`src/rtl/pcs_rx_pkg.sv`:
```
package pcs_rx_pkg;

        // ##########################################################
        // Widths with a meaning
        // ##########################################################

        typedef logic [1:0] sync_hdr_t;
        typedef logic [7:0] err_cnt_t;          // Errored blocks, saturating.
        typedef logic [7:0] event_cnt_t;        // Hi BER events, saturating.

        // Legal 64b/66b sync headers.
        localparam sync_hdr_t SYNC_DATA = 2'b01;
        localparam sync_hdr_t SYNC_CTRL = 2'b10;

        // ##########################################################
        // Structs between stages
        // ##########################################################

        // Per-block header result.
        typedef struct packed
        {
                logic valid;
                logic invalid_hdr;
        } hdr_result_t;

        // Status word at the top output.
        typedef struct packed
        {
                logic block_lock;
                logic hi_ber;
                logic link_up;
                logic lock_latched_low;
        } rx_status_t;

endpackage

```
`src/rtl/sync_header_check.sv`:
```
`timescale 1ns/1ps

module sync_header_check
(
        input  logic                    i_clock,
        input  logic                    i_rst_n,
        input  logic                    i_valid,
        input  pcs_rx_pkg::sync_hdr_t   i_sync_hdr,
        output pcs_rx_pkg::hdr_result_t o_hdr
);

        logic hdr_legal;
        logic invalid_hdr;

        // Only 01 and 10 are legal.
        assign hdr_legal = (i_sync_hdr == pcs_rx_pkg::SYNC_DATA) ||
                           (i_sync_hdr == pcs_rx_pkg::SYNC_CTRL);

        assign invalid_hdr = i_valid & ~hdr_legal;      // Qualified by the strobe.

        always_ff @(posedge i_clock or negedge i_rst_n)
        begin
                if (!i_rst_n)
                begin
                        o_hdr.valid       <= 1'b0;
                        o_hdr.invalid_hdr <= 1'b0;
                end
                else
                begin
                        o_hdr.valid       <= i_valid;
                        o_hdr.invalid_hdr <= invalid_hdr;
                end
        end

endmodule

```
`src/rtl/block_lock_fsm.sv`:
```
`timescale 1ns/1ps

module block_lock_fsm
#(
        parameter int LOCK_COUNT    = 64,
        parameter int LOCK_WINDOW   = 64,
        parameter int UNLOCK_ERRORS = 16
)
(
        input  logic                    i_clock,
        input  logic                    i_rst_n,
        input  pcs_rx_pkg::hdr_result_t i_hdr,
        output logic                    o_block_lock
);

        localparam int GOOD_W = $clog2(LOCK_COUNT + 1);
        localparam int WIN_W  = $clog2(LOCK_WINDOW + 1);
        localparam int INV_W  = $clog2(UNLOCK_ERRORS + 1);

        typedef enum logic [1:0]
        {
                RESET_CNT,
                UNLOCKED,
                LOCKED
        } lock_state_t;

        lock_state_t       state, next_state;
        logic [GOOD_W-1:0] good_cnt, next_good_cnt;
        logic [WIN_W-1:0]  win_cnt, next_win_cnt;
        logic [INV_W-1:0]  inv_cnt, next_inv_cnt;
        logic              good_hdr;
        logic              bad_hdr;

        assign good_hdr = i_hdr.valid & ~i_hdr.invalid_hdr;
        assign bad_hdr  = i_hdr.valid &  i_hdr.invalid_hdr;

        // ##########################################################
        // Next state
        // ##########################################################

        always_comb
        begin
                next_state    = state;
                next_good_cnt = good_cnt;
                next_win_cnt  = win_cnt;
                next_inv_cnt  = inv_cnt;

                case (state)
                        RESET_CNT:
                        begin
                                next_state    = UNLOCKED;
                                next_win_cnt  = '0;
                                next_inv_cnt  = '0;
                                next_good_cnt = good_hdr ? GOOD_W'(1) : '0; // Block here still counts.
                        end

                        UNLOCKED:
                        begin
                                if (bad_hdr)
                                        next_good_cnt = '0;
                                else if (good_hdr)
                                begin
                                        if (good_cnt >= GOOD_W'(LOCK_COUNT - 1))
                                        begin
                                                next_state    = LOCKED;
                                                next_good_cnt = '0;
                                        end
                                        else
                                                next_good_cnt = good_cnt + 1'b1;
                                end
                        end

                        LOCKED:
                        begin
                                if (bad_hdr && inv_cnt == INV_W'(UNLOCK_ERRORS - 1))
                                        next_state = RESET_CNT;         // Too many errors.
                                else if (i_hdr.valid && win_cnt == WIN_W'(LOCK_WINDOW - 1))
                                begin
                                        next_win_cnt = '0;
                                        next_inv_cnt = '0;
                                end
                                else if (i_hdr.valid)
                                begin
                                        next_win_cnt = win_cnt + 1'b1;
                                        next_inv_cnt = inv_cnt + INV_W'(bad_hdr);
                                end
                        end

                        default:
                                next_state = RESET_CNT;
                endcase
        end

        always_ff @(posedge i_clock or negedge i_rst_n)
        begin
                if (!i_rst_n)
                begin
                        state    <= RESET_CNT;
                        good_cnt <= '0;
                        win_cnt  <= '0;
                        inv_cnt  <= '0;
                end
                else
                begin
                        state    <= next_state;
                        good_cnt <= next_good_cnt;
                        win_cnt  <= next_win_cnt;
                        inv_cnt  <= next_inv_cnt;
                end
        end

        assign o_block_lock = (state == LOCKED);

endmodule

```
`src/rtl/ber_monitor.sv`:
```
`timescale 1ns/1ps

module ber_monitor
#(
        parameter int BER_WINDOW   = 1024,
        parameter int HI_BER_COUNT = 97
)
(
        input  logic                    i_clock,
        input  logic                    i_rst_n,
        input  pcs_rx_pkg::hdr_result_t i_hdr,
        input  logic                    i_block_lock,
        input  logic                    i_test_mode,
        output logic                    o_hi_ber
);

        localparam int CNT_W = $clog2(HI_BER_COUNT + 1);
        localparam int WIN_W = $clog2(BER_WINDOW + 1);

        typedef enum logic [1:0]
        {
                INIT,
                TEST,
                HI_BER
        } ber_state_t;

        ber_state_t       state, next_state;
        logic [CNT_W-1:0] ber_cnt, next_ber_cnt;
        logic [CNT_W-1:0] ber_sum;
        logic [WIN_W-1:0] win_cnt, next_win_cnt;
        logic             bad_hdr;
        logic             window_end;
        logic             reached;

        assign bad_hdr    = i_hdr.valid & i_hdr.invalid_hdr;
        assign window_end = i_hdr.valid && (win_cnt == WIN_W'(BER_WINDOW - 1));

        // Saturates at the threshold.
        assign ber_sum = (ber_cnt == CNT_W'(HI_BER_COUNT)) ? ber_cnt :
                                                             ber_cnt + CNT_W'(bad_hdr);
        assign reached = (ber_sum >= CNT_W'(HI_BER_COUNT));

        // ##########################################################
        // Next state
        // ##########################################################

        always_comb
        begin
                next_state   = state;
                next_ber_cnt = ber_cnt;
                next_win_cnt = win_cnt;

                if (!i_block_lock || i_test_mode)
                begin
                        next_state   = INIT;            // Held until lock and no test.
                        next_ber_cnt = '0;
                        next_win_cnt = '0;
                end
                else if (state == INIT)
                begin
                        next_state   = TEST;
                        next_ber_cnt = '0;
                        next_win_cnt = '0;
                end
                else if (window_end)
                begin
                        // New window; hi_ber only holds if this one was bad.
                        next_state   = reached ? HI_BER : TEST;
                        next_ber_cnt = '0;
                        next_win_cnt = '0;
                end
                else if (i_hdr.valid)
                begin
                        next_ber_cnt = ber_sum;
                        next_win_cnt = win_cnt + 1'b1;
                        if (reached)
                                next_state = HI_BER;
                end
        end

        always_ff @(posedge i_clock or negedge i_rst_n)
        begin
                if (!i_rst_n)
                begin
                        state    <= INIT;
                        ber_cnt  <= '0;
                        win_cnt  <= '0;
                        o_hi_ber <= 1'b0;
                end
                else
                begin
                        state    <= next_state;
                        ber_cnt  <= next_ber_cnt;
                        win_cnt  <= next_win_cnt;
                        o_hi_ber <= (next_state == HI_BER);
                end
        end

endmodule

```
`src/rtl/rx_status.sv`:
```
`timescale 1ns/1ps

module rx_status
(
        input  logic                    i_clock,
        input  logic                    i_rst_n,
        input  pcs_rx_pkg::hdr_result_t i_hdr,
        input  logic                    i_block_lock,
        input  logic                    i_hi_ber,
        input  logic                    i_status_clear,
        output pcs_rx_pkg::rx_status_t  o_status,
        output pcs_rx_pkg::err_cnt_t    o_err_blocks,
        output pcs_rx_pkg::event_cnt_t  o_hi_ber_events
);

        logic err_pend;         // Delayed to line up with the lock stage.
        logic hi_ber_rise;
        logic latched_low_next;

        // Previous hi_ber is the registered status bit.
        assign hi_ber_rise = i_hi_ber & ~o_status.hi_ber;

        assign latched_low_next = !i_block_lock ? 1'b1 :
                                  i_status_clear ? 1'b0 : o_status.lock_latched_low;

        // ##########################################################
        // Status word and counters
        // ##########################################################

        always_ff @(posedge i_clock or negedge i_rst_n)
        begin
                if (!i_rst_n)
                begin
                        err_pend        <= 1'b0;
                        o_status        <= '{block_lock: 1'b0, hi_ber: 1'b0,
                                             link_up: 1'b0, lock_latched_low: 1'b1};
                        o_err_blocks    <= '0;
                        o_hi_ber_events <= '0;
                end
                else
                begin
                        err_pend <= i_hdr.valid & i_hdr.invalid_hdr & i_block_lock;

                        o_status.block_lock       <= i_block_lock;
                        o_status.hi_ber           <= i_hi_ber;
                        o_status.link_up          <= i_block_lock & ~i_hi_ber;
                        o_status.lock_latched_low <= latched_low_next;

                        // Clear wins over an increment.
                        if (i_status_clear)
                                o_err_blocks <= '0;
                        else if (err_pend && o_err_blocks != '1)
                                o_err_blocks <= o_err_blocks + 1'b1;

                        if (i_status_clear)
                                o_hi_ber_events <= '0;
                        else if (hi_ber_rise && o_hi_ber_events != '1)
                                o_hi_ber_events <= o_hi_ber_events + 1'b1;
                end
        end

endmodule

```
`src/rtl/pcs_rx_monitor.sv`:
```
`timescale 1ns/1ps

module pcs_rx_monitor
#(
        parameter int LOCK_COUNT    = 64,
        parameter int LOCK_WINDOW   = 64,
        parameter int UNLOCK_ERRORS = 16,
        parameter int BER_WINDOW    = 1024,
        parameter int HI_BER_COUNT  = 97
)
(
        input  logic                   i_clock,
        input  logic                   i_rst_n,
        input  logic                   i_valid,
        input  pcs_rx_pkg::sync_hdr_t  i_sync_hdr,
        input  logic                   i_test_mode,
        input  logic                   i_status_clear,
        output pcs_rx_pkg::rx_status_t o_status,
        output pcs_rx_pkg::err_cnt_t   o_err_blocks,
        output pcs_rx_pkg::event_cnt_t o_hi_ber_events
);

        pcs_rx_pkg::hdr_result_t hdr;
        logic                    block_lock;
        logic                    hi_ber;

        // Decode.
        sync_header_check u_sync_header_check
        (
                .i_clock    (i_clock),
                .i_rst_n    (i_rst_n),
                .i_valid    (i_valid),
                .i_sync_hdr (i_sync_hdr),
                .o_hdr      (hdr)
        );

        block_lock_fsm
        #(
                .LOCK_COUNT    (LOCK_COUNT),
                .LOCK_WINDOW   (LOCK_WINDOW),
                .UNLOCK_ERRORS (UNLOCK_ERRORS)
        )
        u_block_lock_fsm
        (
                .i_clock      (i_clock),
                .i_rst_n      (i_rst_n),
                .i_hdr        (hdr),
                .o_block_lock (block_lock)
        );

        ber_monitor
        #(
                .BER_WINDOW   (BER_WINDOW),
                .HI_BER_COUNT (HI_BER_COUNT)
        )
        u_ber_monitor
        (
                .i_clock      (i_clock),
                .i_rst_n      (i_rst_n),
                .i_hdr        (hdr),
                .i_block_lock (block_lock),
                .i_test_mode  (i_test_mode),
                .o_hi_ber     (hi_ber)
        );

        // Result stage.
        rx_status u_rx_status
        (
                .i_clock         (i_clock),
                .i_rst_n         (i_rst_n),
                .i_hdr           (hdr),
                .i_block_lock    (block_lock),
                .i_hi_ber        (hi_ber),
                .i_status_clear  (i_status_clear),
                .o_status        (o_status),
                .o_err_blocks    (o_err_blocks),
                .o_hi_ber_events (o_hi_ber_events)
        );

endmodule

```
`config.mk`:
```
export PLATFORM = sky130hd
export DESIGN_NAME = pcs_rx_monitor
export DESIGN_NICKNAME = d
export VERILOG_FILES = /design/src/rtl/pcs_rx_pkg.sv /design/src/rtl/sync_header_check.sv /design/src/rtl/block_lock_fsm.sv /design/src/rtl/ber_monitor.sv /design/src/rtl/rx_status.sv /design/src/rtl/pcs_rx_monitor.sv
export SDC_FILE = /design/constraint.sdc
export NUM_CORES = 1
export LEC_CHECK = 0
export ABC_AREA = 1
export ABC_CLOCK_PERIOD_IN_PS = 1500
export BUFFER_PORTS_ARGS = -buffer_cell sky130_fd_sc_hd__buf_2
export CAP_MARGIN = 40
export CORE_MARGIN = 3
export CORE_UTILIZATION = 54
export DETAILED_ROUTE_END_ITERATION = 16
export GPL_TIMING_DRIVEN = 1
export PLACE_DENSITY = 0.76
export SETUP_SLACK_MARGIN = 0.3
export SKIP_CTS_REPAIR_TIMING = 1
export SYNTH_ARGS = -nofsm -noshare
export SYNTH_HDL_FRONTEND = slang
export SYNTH_SLANG_ARGS = --single-unit
export TNS_END_PERCENT = 1
```
`constraint.sdc`:
```
create_clock -name i_clock -period 1.5 [get_ports i_clock]
set_input_delay 0.225 -clock i_clock [delete_from_list [all_inputs] [get_ports i_clock]]
set_output_delay 0.225 -clock i_clock [all_outputs]
set_load 0.01 [all_outputs]
```
==> metrics.md <==
| Metric | Value |
|---|---|
| Status | `finished, violations left` |
| Violated checks | `setup timing` |
| Final nets | `502` |
| Peak supply drop | `approximately 840 uV` |
| Worst Path Required | `~1.8 ns` |
| Rel. slew slack | `0.729` |
| Max incr delay on CP | `0.40 ns` |
| # H-tree levels | `3` |
| Starting Density | `0.562` |
| TritonCTS clock tree | `done` |
| Rows | `28` |
| Hold Path Depth | `2` |
| Die X | `~85 um` |
| Mean Syn Cell Area | `8.24 um^2` |
| Core area | `5960 um^2` |
| Pwr/cell area | `around 900 nW/um^2` |
| Switching share of power | `0.226` |
| Layout cell share with drive strength beyond 1 | `0.289` |
| Setup violators final | `15` |
| Die ar. | `slightly above 7000 um^2` |
| Synthesized area | `between 3000 and 4000 um^2` |
| Hold_sp | `i_sync_hdr[0]` |
| DR vias/cell | `5.34` |
| Pleak | `roughly 2.2 nW` |
| Worst-Skew Late Latency | `roughly 0.34 ns` |
| First-pass GRT wire length | `roughly 13000 um` |
| Grt total ovfl | `0` |
| Hold WS | `0.0611 ns` |
| Met3 WL | `304 um` |
| Routed WL per cell | `around 13 um` |
| TritonCTS Buffers | `9` |
| Commonest non-fill, non-tap cells in the layout | `nand2_1 (77), dfrtp_1 (62), inv_1 (57), nor2_1 (39), buf_4 (39)` |
| Post-route DRC violation count | `0` |
| Clock sink count | `65` |
| Reg area | `1630 um^2` |
| Comb pwr share | `0.063` |
| Crit path kind | `reg2reg` |
| I/O pin cnt | `27` |
| Dpl hpwl | `5070 um` |
| WL final | `around 7600 um` |
| CP delay by family, top | `simple AND/OR/NAND/NOR gates` |
| Initial antenna violation count | `0` |
| Reg2Reg Setup Slack | `-0.10 ns` |
| Highest-delay cell along the critical path | `dfrtp_1` |
| Post-route ant nets | `0` |
| CP max FO | `5` |
| Pint | `0.00300 W` |
| Commonest non-fill, non-tap cell in the layout | `nand2_1` |
| Worst Hold Path EP | `u_sync_header_check.o_hdr[0]` |
| CP Cell Sequence | `nand2_4, inv_6, ha_4, nand2_4, nor2_4, nand2_2, nand2_2, nand3_2, inv_2, nand3_2, nand2_1, nand2_1, nor2_1` |
| Drt first pass iters | `4` |
| Yosys warns | `0` |
| Worst endpoint data arrival time | `1.87 ns` |
| Cells after synthesis | `406` |
| Synth cell types | `36` |
| Tcrit/Tclk final | `1.07` |
| Switching power | `~0.00088 W` |
| Port bufs | `26` |
| M1 WL | `about 3300 um` |
| GPL Wtd Cong | `0.883` |
| Fillcell total | `423` |
| R2R depth | `13` |
| Min Tclk post-route | `1.60 ns` |
| Slew @ Worst Pin | `0.403 ns` |
| Layout Utilization | `0.739` |
| Layout Skew | `0.0130 ns` |
| Worst hold path class | `in2reg` |
| Root Buffer | `clkbuf_8` |
| Multi-input gate area in the final layout | `1650 um^2` |
| Startpoint Class | `flop` |
| Max_cap viols | `0` |
| R2R Path Start | `u_sync_header_check.o_hdr[1]` |
| DRT iter0 DRCs | `170` |
| Vias in the first global route | `2902` |
| Die Y-Extent | `84.7 um` |
| Tot GR Track Use | `0.220` |
| Bufs on Longest Clock Path | `2` |
| Top sig layer | `met4` |
| Seq pwr share | `0.473` |
| Sequential share of the synthesized area | `0.487` |
| CTS clk-pin slew, worst paths | `0.08 ns` |
| Mapped Nets | `422` |
| Pin count of the biggest net entering global routing | `66` |
| RSZ-0062 raised after global routing | `true` |
| Fin. max-slew vios | `0` |
| Area growth syn-to-layout | `31.6%` |
| Clock share of power | `0.464` |
| Diode count | `0` |
| Seq cells post-synth | `65` |
| Routed wl met2 | `3890 um` |
| Tot Pwr | `0.00388 W` |
| Fmax | `624 MHz` |
| Worst flop-to-flop path endpoint | `u_ber_monitor.o_hi_ber` |
| Via count | `3022` |
| Bufs and invs on worst path | `2` |
| Final worst slack | `-0.104 ns` |
| Final Hold Viols | `0` |
| Crit end category | `flop` |
-- synthesized netlist by cell type --
| library cell | n | area share |
|---|---|---|
| xor2_1 | 16 | 0.042 |
| buf_6 | 1 | 0.0034 |
| o21bai_1 | 1 | 0.0022 |
| o22ai_1 | 4 | 0.0075 |
| clkbuf_1 | 1 | 0.0011 |
| a22o_1 | 1 | 0.0026 |
| a31o_2 | 1 | 0.0026 |
| nor4_1 | 1 | 0.0019 |
| a31oi_1 | 3 | 0.0056 |
| ha_1 | 9 | 0.034 |
| buf_4 | 2 | 0.0045 |
| a211oi_1 | 1 | 0.0022 |
| a22oi_1 | 1 | 0.0022 |
| nor2_1 | 44 | 0.049 |
| o31ai_1 | 4 | 0.0090 |
| nand4_1 | 7 | 0.013 |
| o21ai_0 | 23 | 0.034 |
| inv_1 | 61 | 0.068 |
| nor3_1 | 10 | 0.015 |
| a21oi_1 | 13 | 0.019 |
| o32ai_1 | 2 | 0.0052 |
| dfstp_2 | 1 | 0.0079 |
| inv_2 | 2 | 0.0022 |
| nor3b_1 | 2 | 0.0045 |
| xnor2_1 | 1 | 0.0026 |
| a41oi_1 | 1 | 0.0026 |
| dfrtp_1 | 64 | 0.48 |
| a211oi_2 | 1 | 0.0037 |
| nor2_8 | 1 | 0.0060 |
| nand3_4 | 1 | 0.0052 |
| nand2_2 | 3 | 0.0056 |
| o21a_1 | 2 | 0.0045 |
| nand2_1 | 88 | 0.099 |
| nand2_4 | 1 | 0.0034 |
| nand3_1 | 31 | 0.046 |
| or2_4 | 1 | 0.0026 |
-- stage by stage --
| stage | setup slack [ns] | area (um^2) | std cells | setup TNS (ns) |
|---|---|---|---|---|
| floorplan | 0.00429 | 3410 | 406 | 0 |
| global placement | -0.0704 | 3930 | 545 | -0.198 |
| detailed placement | -0.119 | 3930 | 545 | -0.647 |
| CTS | -0.154 | 4170 | 561 | -1.15 |
| global route | -0.208 | 4400 | 566 | -3.92 |
| finish | -0.104 | 4400 | 566 | -0.539 |
-- state kept, by name, summed over array words and instances, names as in the netlist --
signal	cells
u_block_lock_fsm.good_cnt	7
u_sync_header_check.o_hdr	2
u_rx_status.o_hi_ber_events	8
u_block_lock_fsm.win_cnt	7
u_block_lock_fsm.state	2
u_ber_monitor.win_cnt	11
u_rx_status.o_err_blocks	8
u_block_lock_fsm.inv_cnt	5
u_ber_monitor.state	2
u_ber_monitor.ber_cnt	7
u_ber_monitor.o_hi_ber	1
u_rx_status.o_status	4
u_rx_status.err_pend	1
-- cell families after synthesis --
kind of cell,count (synthesis),synth area share
XOR/XNOR,17,0.0445
flip-flops,65,0.487
AND/OR/NAND/NOR,190,0.252
adder cells (fa/ha/maj),9,0.0337
buffers and inverters,67,0.0797
AO/OA/AOI/OAI,58,0.104
-- routing by layer --
metal  track usage  up-vias
met4        0.0662        0
met1         0.280     1462
met5             0        -
met2         0.379       66
li1              -     1484
met3        0.0442       10
-- area by class of cell --
| cell class | count | share of cell area |
|---|---|---|
| Clock buffer | 9 | 0.0281 |
| Multi-Input combinational cell | 274 | 0.374 |
| Sequential cell | 65 | 0.370 |
| Inverter | 63 | 0.0554 |
| Tap cell | 75 | 0.0213 |
| Clock inverter | 7 | 0.0270 |
| Timing Repair Buffer | 73 | 0.124 |
-- power by group through the flow --
stage | Sequential [W] | Combinational [W] | Clock (W)
final | 0.00184 | 0.000244 | 0.00180
after CTS | 0.00183 | 0.000224 | 0.00184
after floorplan | 0.00186 | 0.000111 | 0
after global placement | 0.00186 | 0.000213 | 0
after global routing | 0.00184 | 0.000281 | 0.00192
after detailed placement | 0.00186 | 0.000222 | 0
-- worst max path at each step --
stage,startpoint,to,slack (ns),depth (start not counted)
after global placement,u_sync_header_check.o_hdr[1],u_ber_monitor.o_hi_ber,-0.07,13
after CTS,u_sync_header_check.o_hdr[1],u_ber_monitor.o_hi_ber,-0.15,13
after detailed placement,u_sync_header_check.o_hdr[1],u_ber_monitor.o_hi_ber,-0.12,13
after floorplan,u_rx_status.o_err_blocks[0],u_rx_status.o_err_blocks[3],0.004,9
final,u_sync_header_check.o_hdr[1],u_ber_monitor.o_hi_ber,-0.10,13
after global routing,u_ber_monitor.win_cnt[0],u_ber_monitor.win_cnt[6],-0.21,10
(Power assumes the default switching activity.)
